`src/hw/ew_pkg.sv`:
```
package ew_pkg;

    // 640x480 at 60 Hz, pixel counts
    localparam int H_ACTIVE = 640;
    localparam int H_FRONT  = 16;
    localparam int H_SYNC   = 96;
    localparam int H_TOTAL  = 800;
    // Line counts
    localparam int V_ACTIVE = 480;
    localparam int V_FRONT  = 10;
    localparam int V_SYNC   = 2;
    localparam int V_TOTAL  = 525;

    localparam int N_GPOUT = 6; // Probe lanes

    typedef logic [9:0]  pos_t;   // Column or row
    typedef logic [5:0]  rgb6_t;  // {B1,B0,G1,G0,R1,R0}
    typedef logic [23:0] rgb24_t; // BGR888
    typedef logic [5:0]  sel_t;   // Probe source index
    typedef logic [2:0]  mode_t;  // Texture control
    typedef logic [4:0]  axil_addr_t;
    typedef logic [31:0] axil_data_t;

    // Counter compare points, already in counter width
    localparam pos_t H_LAST     = pos_t'(H_TOTAL - 1);
    localparam pos_t V_LAST     = pos_t'(V_TOTAL - 1);
    localparam pos_t H_BLANK    = pos_t'(H_ACTIVE);
    localparam pos_t V_BLANK    = pos_t'(V_ACTIVE);
    localparam pos_t H_SYNC_BEG = pos_t'(H_ACTIVE + H_FRONT);          // 656
    localparam pos_t H_SYNC_END = pos_t'(H_ACTIVE + H_FRONT + H_SYNC); // 752, exclusive
    localparam pos_t V_SYNC_BEG = pos_t'(V_ACTIVE + V_FRONT);          // 490
    localparam pos_t V_SYNC_END = pos_t'(V_ACTIVE + V_FRONT + V_SYNC); // 492, exclusive

    // AXI4-Lite response codes and register indices (addr[4:2])
    localparam logic [1:0] RESP_OKAY   = 2'b00;
    localparam logic [1:0] RESP_SLVERR = 2'b10;
    localparam logic [2:0] REG_MODE    = 3'd0;
    localparam logic [2:0] REG_STATUS  = 3'd7;

    typedef struct packed {
        pos_t hpos;
        pos_t vpos;
        logic hblank;
        logic vblank;
        logic hsync_n;
        logic vsync_n;
    } video_beat_t; // 24 bits, stage 1 out

    typedef struct packed {
        video_beat_t beat;
        rgb6_t       rgb;
    } pixel_beat_t; // 30 bits, stage 2 out

    typedef struct packed {
        mode_t                    mode;
        sel_t [N_GPOUT-1:0]       sel;
    } ew_cfg_t; // 39 bits

    // Beat held while the video logic is in reset; 0,0 is an active pixel
    localparam video_beat_t BEAT_RESET = '{hpos: '0, vpos: '0, hblank: 1'b0, vblank: 1'b0,
                                           hsync_n: 1'b1, vsync_n: 1'b1};

    // Two live bits per channel go to the top of each DAC byte
    function automatic rgb24_t widen_rgb(rgb6_t c);
        return {c[5:4], 6'b0, c[3:2], 6'b0, c[1:0], 6'b0};
    endfunction

endpackage

```
`src/hw/axil_regs.sv`:
```
`timescale 1ns/1ps

module axil_regs import ew_pkg::*; (
    input  logic       clk,
    input  logic       i_rst,
    input  logic       i_video_rst,   // Status bit 0
    input  axil_addr_t i_axil_awaddr,
    input  logic       i_axil_awvalid,
    output logic       o_axil_awready,
    input  axil_data_t i_axil_wdata,
    input  logic [3:0] i_axil_wstrb,
    input  logic       i_axil_wvalid,
    output logic       o_axil_wready,
    output logic [1:0] o_axil_bresp,
    output logic       o_axil_bvalid,
    input  logic       i_axil_bready,
    input  axil_addr_t i_axil_araddr,
    input  logic       i_axil_arvalid,
    output logic       o_axil_arready,
    output axil_data_t o_axil_rdata,
    output logic [1:0] o_axil_rresp,
    output logic       o_axil_rvalid,
    input  logic       i_axil_rready,
    output ew_cfg_t    o_cfg
);

    typedef enum logic {W_IDLE, W_RESP} wr_state_t;
    typedef enum logic {R_IDLE, R_RESP} rd_state_t;

    wr_state_t  wr_state;
    rd_state_t  rd_state;
    ew_cfg_t    cfg_q;
    logic       aw_seen, w_seen;  // Halves of a write already taken
    axil_addr_t aw_addr_q;
    axil_data_t w_data_q;
    logic       w_strb0_q;
    logic       aw_hs, w_hs;
    axil_addr_t wr_addr;          // Address and data of the write in hand
    axil_data_t wr_data;
    logic       wr_strb0;
    logic [2:0] wr_idx, rd_idx;

    // Ready only in idle and only for a half not yet held
    assign o_axil_awready = (wr_state == W_IDLE) && !aw_seen;
    assign o_axil_wready  = (wr_state == W_IDLE) && !w_seen;
    assign o_axil_bvalid  = (wr_state == W_RESP);
    assign o_axil_arready = (rd_state == R_IDLE);
    assign o_axil_rvalid  = (rd_state == R_RESP);
    assign aw_hs = i_axil_awvalid && o_axil_awready;
    assign w_hs  = i_axil_wvalid && o_axil_wready;

    // Take the latched half if held, else the live bus
    assign wr_addr  = aw_seen ? aw_addr_q : i_axil_awaddr;
    assign wr_data  = w_seen ? w_data_q : i_axil_wdata;
    assign wr_strb0 = w_seen ? w_strb0_q : i_axil_wstrb[0];
    assign wr_idx   = wr_addr[4:2];
    assign rd_idx   = i_axil_araddr[4:2];

    always_ff @(posedge clk) begin
        if (i_rst) begin
            wr_state <= W_IDLE;
            aw_seen  <= 1'b0;
            w_seen   <= 1'b0;
            cfg_q    <= '0;
        end else if (wr_state == W_IDLE) begin
            if ((aw_seen || aw_hs) && (w_seen || w_hs)) begin
                wr_state <= W_RESP; // Both halves here, commit
                aw_seen  <= 1'b0;
                w_seen   <= 1'b0;
                if (wr_addr[1:0] != 2'b00 || wr_idx == REG_STATUS) begin
                    o_axil_bresp <= RESP_SLVERR; // Misaligned or read-only
                end else begin
                    o_axil_bresp <= RESP_OKAY;
                    if (wr_strb0 && wr_idx == REG_MODE) cfg_q.mode <= wr_data[2:0];
                    else if (wr_strb0) cfg_q.sel[3'(wr_idx - 3'd1)] <= wr_data[5:0];
                end
            end else begin
                aw_seen <= aw_seen | aw_hs;
                w_seen  <= w_seen | w_hs;
            end
        end else if (i_axil_bready) begin
            wr_state <= W_IDLE;
        end
    end

    // Payload of each half, no reset
    always_ff @(posedge clk) begin
        if (aw_hs) aw_addr_q <= i_axil_awaddr;
        if (w_hs) begin
            w_data_q  <= i_axil_wdata;
            w_strb0_q <= i_axil_wstrb[0];
        end
    end

    always_ff @(posedge clk) begin
        if (i_rst) begin
            rd_state <= R_IDLE;
        end else if (rd_state == R_IDLE) begin
            if (i_axil_arvalid) begin
                rd_state     <= R_RESP;
                o_axil_rresp <= RESP_OKAY;
                o_axil_rdata <= '0;
                if (i_axil_araddr[1:0] != 2'b00) o_axil_rresp <= RESP_SLVERR;
                else if (rd_idx == REG_MODE)     o_axil_rdata[2:0] <= cfg_q.mode;
                else if (rd_idx == REG_STATUS)   o_axil_rdata[0] <= i_video_rst;
                else o_axil_rdata[5:0] <= cfg_q.sel[3'(rd_idx - 3'd1)]; // Lane selects
            end
        end else if (i_axil_rready) begin
            rd_state <= R_IDLE;
        end
    end

    assign o_cfg = cfg_q;

endmodule

```
`src/hw/ew_video_top.sv`:
```
`timescale 1ns/1ps

module ew_video_top import ew_pkg::*; (
    input  logic               clk,
    input  logic               i_rst,
    input  logic               i_lock_a,       // Must oppose i_lock_b to run
    input  logic               i_lock_b,
    input  axil_addr_t         i_axil_awaddr,
    input  logic               i_axil_awvalid,
    output logic               o_axil_awready,
    input  axil_data_t         i_axil_wdata,
    input  logic [3:0]         i_axil_wstrb,
    input  logic               i_axil_wvalid,
    output logic               o_axil_wready,
    output logic [1:0]         o_axil_bresp,
    output logic               o_axil_bvalid,
    input  logic               i_axil_bready,
    input  axil_addr_t         i_axil_araddr,
    input  logic               i_axil_arvalid,
    output logic               o_axil_arready,
    output axil_data_t         o_axil_rdata,
    output logic [1:0]         o_axil_rresp,
    output logic               o_axil_rvalid,
    input  logic               i_axil_rready,
    output logic               o_reset,        // Internal video reset
    output logic               o_hsync,        // Active low
    output logic               o_vsync,        // Active low
    output rgb24_t             o_rgb,          // BGR888, low 6 bits zero
    output logic [N_GPOUT-1:0] o_gpout
);

    logic        video_rst;
    ew_cfg_t     cfg;
    video_beat_t timing_beat; // Stage 1 to stage 2
    pixel_beat_t pixel_beat;  // Stage 2 out

    reset_lock reset_lock_i (.clk, .i_rst, .i_lock_a, .i_lock_b, .o_video_rst(video_rst));

    vga_timing vga_timing_i (.clk, .i_rst(video_rst), .o_beat(timing_beat));

    texture_gen texture_gen_i (
        .clk, .i_rst(video_rst), .i_mode(cfg.mode), .i_beat(timing_beat), .o_beat(pixel_beat)
    );

    // Divider runs off the video reset too
    gpout_mux gpout_mux_i (
        .clk, .i_rst(video_rst), .i_sel(cfg.sel), .i_beat(pixel_beat), .i_mode(cfg.mode),
        .i_lock_a, .i_lock_b, .i_video_rst(video_rst), .o_gpout
    );

    // Registers reset on i_rst only, so settings survive the lock
    axil_regs axil_regs_i (
        .clk, .i_rst, .i_video_rst(video_rst),
        .i_axil_awaddr, .i_axil_awvalid, .o_axil_awready,
        .i_axil_wdata, .i_axil_wstrb, .i_axil_wvalid, .o_axil_wready,
        .o_axil_bresp, .o_axil_bvalid, .i_axil_bready,
        .i_axil_araddr, .i_axil_arvalid, .o_axil_arready,
        .o_axil_rdata, .o_axil_rresp, .o_axil_rvalid, .i_axil_rready,
        .o_cfg(cfg)
    );

    assign o_reset = video_rst;
    assign o_hsync = pixel_beat.beat.hsync_n;
    assign o_vsync = pixel_beat.beat.vsync_n;
    assign o_rgb   = widen_rgb(pixel_beat.rgb); // Pure bit placement

endmodule

```
`src/hw/gpout_mux.sv`:
```
`timescale 1ns/1ps

module gpout_mux import ew_pkg::*; (
    input  logic               clk,
    input  logic               i_rst,        // Clears the divider
    input  sel_t [N_GPOUT-1:0] i_sel,        // Per-lane source
    input  pixel_beat_t        i_beat,       // Current output beat
    input  mode_t              i_mode,
    input  logic               i_lock_a,
    input  logic               i_lock_b,
    input  logic               i_video_rst,  // Probe value only
    output logic [N_GPOUT-1:0] o_gpout
);

    logic [1:0]         clk_div; // Shared by all lanes
    logic [N_GPOUT-1:0] prim;    // Select 0 per lane
    logic [N_GPOUT-1:0] alt;     // Select 1 per lane
    rgb24_t             rgb24;

    always_ff @(posedge clk) begin
        if (i_rst) clk_div <= '0;
        else       clk_div <= clk_div + 1'b1;
    end

    // Lanes 0..5 carry G0,G1,R0,R1,B0,B1
    assign prim  = {i_beat.rgb[5], i_beat.rgb[4], i_beat.rgb[1], i_beat.rgb[0],
                    i_beat.rgb[3], i_beat.rgb[2]};
    assign alt   = {i_video_rst, i_beat.beat.vsync_n, i_beat.beat.hsync_n,
                    i_lock_b, i_lock_a, i_video_rst};
    assign rgb24 = widen_rgb(i_beat.rgb);

    for (genvar g = 0; g < N_GPOUT; g++) begin : g_lane
        logic lane_out;

        always_comb begin
            case (i_sel[g]) inside
                6'd0:      lane_out = prim[g];
                6'd1:      lane_out = alt[g];
                6'd2:      lane_out = clk_div[1];            // clk/4
                6'd3:      lane_out = i_beat.beat.hblank;
                6'd4:      lane_out = i_beat.beat.vblank;
                [5:7]:     lane_out = i_mode[2'(i_sel[g] - sel_t'(5))];
                [8:31]:    lane_out = rgb24[5'(i_sel[g] - sel_t'(8))];
                [44:53]:   lane_out = i_beat.beat.hpos[4'(i_sel[g] - sel_t'(44))];
                [54:63]:   lane_out = i_beat.beat.vpos[4'(i_sel[g] - sel_t'(54))];
                default:   lane_out = 1'b0;                  // 32..43 unused
            endcase
        end

        assign o_gpout[g] = lane_out;
    end

endmodule

```
`src/hw/reset_lock.sv`:
```
`timescale 1ns/1ps

module reset_lock import ew_pkg::*; (
    input  logic clk,
    input  logic i_rst,       // Global reset
    input  logic i_lock_a,    // Lock pair, must differ to release
    input  logic i_lock_b,
    output logic o_video_rst  // Raw reset delayed by 2 cycles
);

    logic raw_rst;
    logic rst_q1; // First stage of the chain
    logic rst_q2;

    // Held in reset while both lock inputs agree
    assign raw_rst = i_rst | (i_lock_a == i_lock_b);

    // Two flops strip any glitch from the lock inputs
    always_ff @(posedge clk) begin
        rst_q1 <= raw_rst;
        rst_q2 <= rst_q1;
    end

    assign o_video_rst = rst_q2;

endmodule

```
`src/hw/texture_gen.sv`:
```
`timescale 1ns/1ps

module texture_gen import ew_pkg::*; (
    input  logic        clk,
    input  logic        i_rst,   // Video reset
    input  mode_t       i_mode,  // Bit 2 fine checker, bits 1:0 invert G/R
    input  video_beat_t i_beat,  // From the timing stage
    output pixel_beat_t o_beat   // Beat plus colour, one cycle later
);

    logic       blank;
    logic       chk;    // Checker term for blue
    logic [1:0] red;
    logic [1:0] green;
    rgb6_t      colour;

    assign blank = i_beat.hblank | i_beat.vblank;

    // Coarse checker on bit 7, fine checker on bit 3
    assign chk = i_mode[2] ? (i_beat.hpos[3] ^ i_beat.vpos[3])
                           : (i_beat.hpos[7] ^ i_beat.vpos[7]);

    // Gradient steps every 32 pixels, mode bits flip them
    assign red   = i_beat.hpos[6:5] ^ {2{i_mode[0]}};
    assign green = i_beat.vpos[6:5] ^ {2{i_mode[1]}};

    always_comb begin
        if (blank) begin
            colour = '0; // Black outside the active area
        end else begin
            colour = {chk, chk, green, red};
        end
    end

    // Timing fields ride along with the colour
    always_ff @(posedge clk) begin
        if (i_rst) begin
            o_beat <= '{beat: BEAT_RESET, rgb: '0};
        end else begin
            o_beat <= '{beat: i_beat, rgb: colour};
        end
    end

endmodule

```
`src/hw/vga_timing.sv`:
```
`timescale 1ns/1ps

module vga_timing import ew_pkg::*; (
    input  logic        clk,
    input  logic        i_rst,  // Video reset
    output video_beat_t o_beat  // Registered timing beat
);

    pos_t        h_cnt;  // Column counter
    pos_t        v_cnt;  // Row counter
    video_beat_t beat_d; // Beat decoded from the current counts

    // Counters wrap at the end of each line and frame
    always_ff @(posedge clk) begin
        if (i_rst) begin
            h_cnt <= '0;
            v_cnt <= '0;
        end else if (h_cnt == H_LAST) begin
            h_cnt <= '0;
            if (v_cnt == V_LAST) begin
                v_cnt <= '0;
            end else begin
                v_cnt <= v_cnt + 1'b1; // Next line
            end
        end else begin
            h_cnt <= h_cnt + 1'b1;
        end
    end

    // Blanking and syncs from the counts
    always_comb begin
        beat_d.hpos    = h_cnt;
        beat_d.vpos    = v_cnt;
        beat_d.hblank  = (h_cnt >= H_BLANK);
        beat_d.vblank  = (v_cnt >= V_BLANK);
        // Syncs are active low, 96 pixels and 2 lines
        beat_d.hsync_n = !((h_cnt >= H_SYNC_BEG) && (h_cnt < H_SYNC_END));
        beat_d.vsync_n = !((v_cnt >= V_SYNC_BEG) && (v_cnt < V_SYNC_END));
    end

    // Whole beat registered together so all fields stay aligned
    always_ff @(posedge clk) begin
        if (i_rst) begin
            o_beat <= BEAT_RESET; // Syncs idle high
        end else begin
            o_beat <= beat_d;
        end
    end

endmodule
```
`config.mk`:
```
export PLATFORM = sky130hd
export DESIGN_NAME = ew_video_top
export DESIGN_NICKNAME = d
export VERILOG_FILES = /design/src/hw/ew_pkg.sv /design/src/hw/axil_regs.sv /design/src/hw/ew_video_top.sv /design/src/hw/gpout_mux.sv /design/src/hw/reset_lock.sv /design/src/hw/texture_gen.sv /design/src/hw/vga_timing.sv
export SDC_FILE = /design/constraint.sdc
export NUM_CORES = 1
export LEC_CHECK = 0
export BUFFER_PORTS_ARGS = -buffer_cell sky130_fd_sc_hd__buf_2
export CAP_MARGIN = 10
export CORE_AREA = 2 2 148 135
export CTS_CLUSTER_SIZE = 40
export DETAILED_ROUTE_END_ITERATION = 12
export DIE_AREA = 0 0 150 137
export PLACE_DENSITY = 0.8
export SLEW_MARGIN = 10
export SYNTH_ARGS = -nofsm -noshare
export SYNTH_HDL_FRONTEND = slang
export SYNTH_SLANG_ARGS = --single-unit
```
`constraint.sdc`:
```
create_clock -name clk -period 2.4 [get_ports clk]
set_clock_uncertainty 0.05 [all_clocks]
set_input_delay 0.24 -clock clk [delete_from_list [all_inputs] [get_ports clk]]
set_output_delay 0.24 -clock clk [all_outputs]
set_load 0.01 [all_outputs]
```
* Word level (Yosys, flattened, before mapping)
Index checks and enable logic that the tools add are counted. Widths: inputs -> output; s select.
Operators by class: reduce and logical (&&, ||, !) cells 57, equality and inequality tests 29, magnitude comparators 81, muxes and demuxes 125, bitwise operators 13, add/subtract/negate cells 29
Operator list (count):
- $mux 1 | 89
- $eq 6x2->1 const B | 12
- $ge 6x6->1 const B | 12
- $le 6x6->1 const B | 12
- $lt 4x5->1 const B | 12
- $bmux 1 s4 | 12
- $bwmux 36 | 1
- $eq 6x1->1 const B | 6
- $eq 6x3->1 const B | 6
- $ge 6x3->1 const B | 6
- $ge 6x4->1 const B | 6
- $le 6x3->1 const B | 6
- $le 6x5->1 const B | 6
- $logic_not 6->1 | 6
- $lt 5x6->1 const B | 6
- $logic_and 1x1->1 | 33
- $bmux 1 s5 | 6
- $sub 5x4->5 const B | 6
- $sub 4x3->4 const B | 6
- $sub 4x4->4 const B | 6
- $add 10x1->10 const B | 2
- $eq 10x10->1 const B | 2
- $ge 10x10->1 const B | 2
- $ge 10x9->1 const B | 2
- 31 further kinds | 71
Word-level totals: register bits 142, output and inout bits 74

* Longest topological paths before layout
word-level depth 12, depth in mapped cells 11, depth with buffers taken out 9

* Modules after synthesis
A second synthesis with hierarchy kept.
Unflattened totals: cells, all modules 985, area total of the unflattened synthesis 9499.1 sq um
Modules (own cells, without submodules):
- gpout_mux | area an instance 3534.6 sq um, cells each 420, times used 1, seq. area each 40.0 sq um
- axil_regs | area an instance 3296.9 sq um, cells each 303, times used 1, seq. area each 1461.4 sq um
- vga_timing | area an instance 1625.3 sq um, cells each 170, times used 1, seq. area each 880.8 sq um
- texture_gen | area an instance 848.3 sq um, cells each 69, times used 1, seq. area each 580.6 sq um
- ew_video_top | area an instance 138.9 sq um, cells each 19, times used 1, seq. area each 0.0 sq um
- reset_lock | area an instance 55.1 sq um, cells each 4, times used 1, seq. area each 40.0 sq um

* Least setup slack after synthesis
OpenSTA, ideal clock, no wires.
path type reg2out, start register axil_regs_i.cfg_q (netlist bit axil_regs_i.o_cfg[6]), end output port o_gpout[1], path buffers 3, slack -150 ps, arrival time 2260 ps, cell stages (with the launch flop) 11, path through dfxtp_1 clkbuf_1 clkinv_1 ha_1 clkbuf_1 nand2b_1 a221o_1 o211ai_1 nand3_1 a31o_2 buf_4
On the way: longest elaborated chain between the ends 12, elaborated cells on any way between the ends 38, classes of those cells add/sub: 4; order compare: 8; eq/ne: 4; mux: 17; reduce/logical: 5
Ends and longest elaborated chain:
- start: declaration | RTL line axil_regs.sv:32 | ew_cfg_t cfg_q;
- $sub 4x3->4 | RTL line gpout_mux.sv:45 | [54:63]: lane_out = i_beat.beat.vpos[4'(i_sel[g] - sel_t'(54))];
- $bmux 1 s4 | RTL line gpout_mux.sv:45
- $mux 1 (not written as such) | RTL line gpout_mux.sv:45
- $mux 1 (8 in series) | RTL line gpout_mux.sv:36 | case (i_sel[g]) inside
- $mux 1 (*) | RTL line gpout_mux.sv:36
- end: declaration | RTL line ew_video_top.sv:29 | output logic [N_GPOUT-1:0] o_gpout
Every way passes the cells marked *; elsewhere a longest branch is shown, timed or not. The select of a mux whose other input is x is not followed.

* Worst setup path after layout
start register axil_regs_i.cfg_q (netlist bit axil_regs_i.o_cfg[25]), end output port o_gpout[4]
The elaborated chain is that of the path after synthesis.

==> flow_summary.yaml <==
sta:
  worstMarginPinSlew_ns: 0.928
  min_period_over_period_pct: 110
  slew_viol_final: 0
  rsz0062_at_grt: "true"
  timing.final.ws_setup_ns: -0.250
  hold_viol_final: 0
  fin_crit_ns: 2.65
  setup_viol: 6
  max_freq_mhz: 377
  timing.setup.tns_ns: -0.978
  relSlewSlack_pct: 38.0
critical_path:
  r2r_slack_ns: 0.09
  critPathMaxFanout: 6
  r2r_end: "axil_regs_i.o_cfg[20]"
  r2r-start: "axil_regs_i.aw_seen"
  worstRegToRegCells: 9
  start_kind: "register"
  endpoint_kind: "output pin"
  critical_path_class: "reg -> out"
  worst_ep_required_time_ns: 2.11
  worstPathArrival_ns: 2.36
synth:
  synthTopCellsByCount: "120 x dfxtp_1, 72 x nand2_1, 70 x ha_1"
  synth_area_leader_cell: "dfxtp_1"
  synth_flop_cell: "dfxtp_1"
  synth_seq_cells: 140
  yosysSeqAreaShare_pct: 32.0
  netlist-cell-type-count: 72
  syn-cell-area_sq_um: 9390
  synth_top_cells_by_area: "dfxtp_1 26%, ha_1 9.3%, mux2i_1 6.6%"
  synth_edf_count: 20
  syn_avg_cell_area_sq_um: 9.09
  ys_warn_count: 0
  syn_inst: 1033
  async_reset_ff_share_pct: 0
  synth_top_area_share_pct: 25.6
  yosysMostFrequentCell: "dfxtp_1"
job:
  max_cap_viol_count: 0
place:
  post-place-ws_ns: -0.121
  numPortBuffers: 53
  finalWeightedCongestion: 1.00
  post-dp-hpwl_um: 18700
final_layout:
  nets: 1268
  drive_gt1_share_pct: 29.6
  fin_util_pct: 61.3
  n_antenna_cell: 0
  area_growth_syn_to_layout_pct: 24.0
global_routing:
  overflow: 0
  grt_max_degree: 38
  grt_use_total_pct: 27.7
  grt_pass1_vias: 8068
  antenna_found_initial: 0
  grt_pass1_wl_um: 43500
routing:
  dr.first_iter.drc_count: 947
  first_pass_iters: 6
  drt-wirelength-per-cell_um: 20.4
  drc: 0
  vias: 8530
  vias_per_cell: 6.07
  wirelength_um: 28700
  detail-route-antenna-nets: 0
die:
  coreArea_sq_um: 19000
  die_h_um: 137
  io_pins: 129
  num_rows: 48
  die_w_um: 150
  die-area_sq_um: 20600
  initial_core_util_pct: 49.5
clock_tree:
  clk_pin_slew_ns: 0.07
  cts-buffers-inserted: 17
  htreeDepth: 4
  clk_path_buf_depth: 2
  clockRootBuffer: "clkbuf_16"
  clk_latency_ns: 0.43
  cts_tree: "yes"
  numClockSinks: 140
status:
  status: "finished with violations"
  violations: "setup timing"
power_and_ir_drop:
  power.leakage_nw: 4.40
  p_per_area_nw_per_um2: 486
  ir_drop_mv: 0.584
hold_path:
  hold-path-endpoint: "reset_lock_i.rst_q1"
  min_path_type: "in -> reg"
  hold_depth: 3
  worstHoldStart: "i_lock_a"
## through the flow
| step | cell area (sq um) | hold WS, ns | total power, mW | cells |
|---|---|---|---|---|
| finish | 11600 | 0.0245 | 5.66 | 1406 |
| global route | 11600 | 0.0512 | 5.82 | 1406 |
| CTS | 11300 | 0.0243 | 5.65 | 1402 |
| detailed placement | 10100 | 0.275 | 2.90 | 1349 |
| global placement | 10100 | 0.267 | 2.89 | 1349 |
| floorplan | 9580 | 0.260 | 2.82 | 1078 |
## cells by family (layout without fill, tap and decap cells)
group           Yosys count  after routing  synth area share [%]
compound gates          202            202                  14.7
xor+xnor                 30             30                  2.80
fa+ha+maj                70             70                  9.33
buf+inv                 168            245                  9.30
flops                   140            140                  32.0
mux                      96             96                  13.7
other cells               1             46                0.0399
simple gates            326            327                  18.2
## cell usage in the layout (no fill, tap or decap), types with 15 or more instances in the layout
master	netlist	routed
a21oi_1	48	45
buf_2	2	51
buf_4	58	80
clkbuf_16	0	17
conb_1	1	46
dfxtp_1	120	97
edfxtp_1	20	20
ha_1	70	39
ha_4	0	21
inv_1	58	45
mux2i_1	62	59
mux4_2	24	24
nand2_1	72	68
nand2b_1	28	25
nand3_1	24	21
nor2_1	62	62
nor2b_1	43	43
nor3_1	19	17
o21ai_0	31	25
o31ai_1	25	25
or3_1	24	24
xnor2_1	15	15
xor2_1	15	15
## layout make-up
cell class	count	area, sq um
clock inverters	15	194
repair buffers	154	1130
multi-input cells	771	6290
fillers	1536	7340
clock buffers	17	425
well taps	250	313
flip-flops and latches	140	3060
inverters	59	228
## state kept, by name, summed over array words and instances, names as in the netlist, 5 cells and up
register,count
vga_timing_i.v_cnt,10
vga_timing_i.o_beat,24
axil_regs_i.o_cfg,39
axil_regs_i.w_data_q,6
texture_gen_i.o_beat,29
vga_timing_i.h_cnt,10
axil_regs_i.aw_addr_q,5
axil_regs_i.o_axil_rdata,6
## metal layers
layer / routed length (um) / vias up / share of wire (%) / track usage, %
met4: 1890 / 0 / 6.6 / 15.9
met3: 3360 / 152 / 12 / 9.07
met2: 12700 / 562 / 44 / 42.7
met5: 0 / - / 0 / 0
li1: - / 3836 / - / -
met1: 10700 / 3980 / 37 / 34.0
## critical path: stages, from the launching register on
cell and delay [ns]:
dfxtp_4 0.38, ha_4 0.28, mux4_2 0.29, mux2_4 0.29, o2111ai_2 0.17, nand3b_1 0.10, o211ai_1 0.10, a31oi_1 0.15
buf_2 0.17
## how the worst max path moves through the flow
stage	from	to	slack, ns	cells past startpoint
4_1_cts	axil_regs_i.o_cfg[25]	o_gpout[4]	-0.20	8
3_3_place_gp	axil_regs_i.aw_seen	axil_regs_i.o_cfg[20]	-0.09	9
2_1_floorplan	axil_regs_i.o_cfg[7]	o_gpout[1]	-0.02	10
3_5_place_dp	axil_regs_i.aw_seen	axil_regs_i.o_cfg[20]	-0.12	9
6_report	axil_regs_i.o_cfg[25]	o_gpout[4]	-0.25	8
5_1_grt	axil_regs_i.o_cfg[25]	o_gpout[4]	-0.33	8
## report_power, final
part	internal, mW	total, mW	switching [mW]
logic	0.162	0.452	0.289
clock network	1.59	2.77	1.18
registers	2.41	2.43	0.0298
total	4.16	5.66	1.50
## timing repair
item / 4_1_cts / 5_1_grt
setup endpoints to repair: 28 / 40
pin swaps: 23 / 23
cloned: 0 / 1
endpoints found under the hold margin: 13 / 0
gates resized for setup: 100 / 66
hold buffers: 13 / 0
setup buffers: 8 / 3
Note: power is estimated with default switching activity, not from simulation.
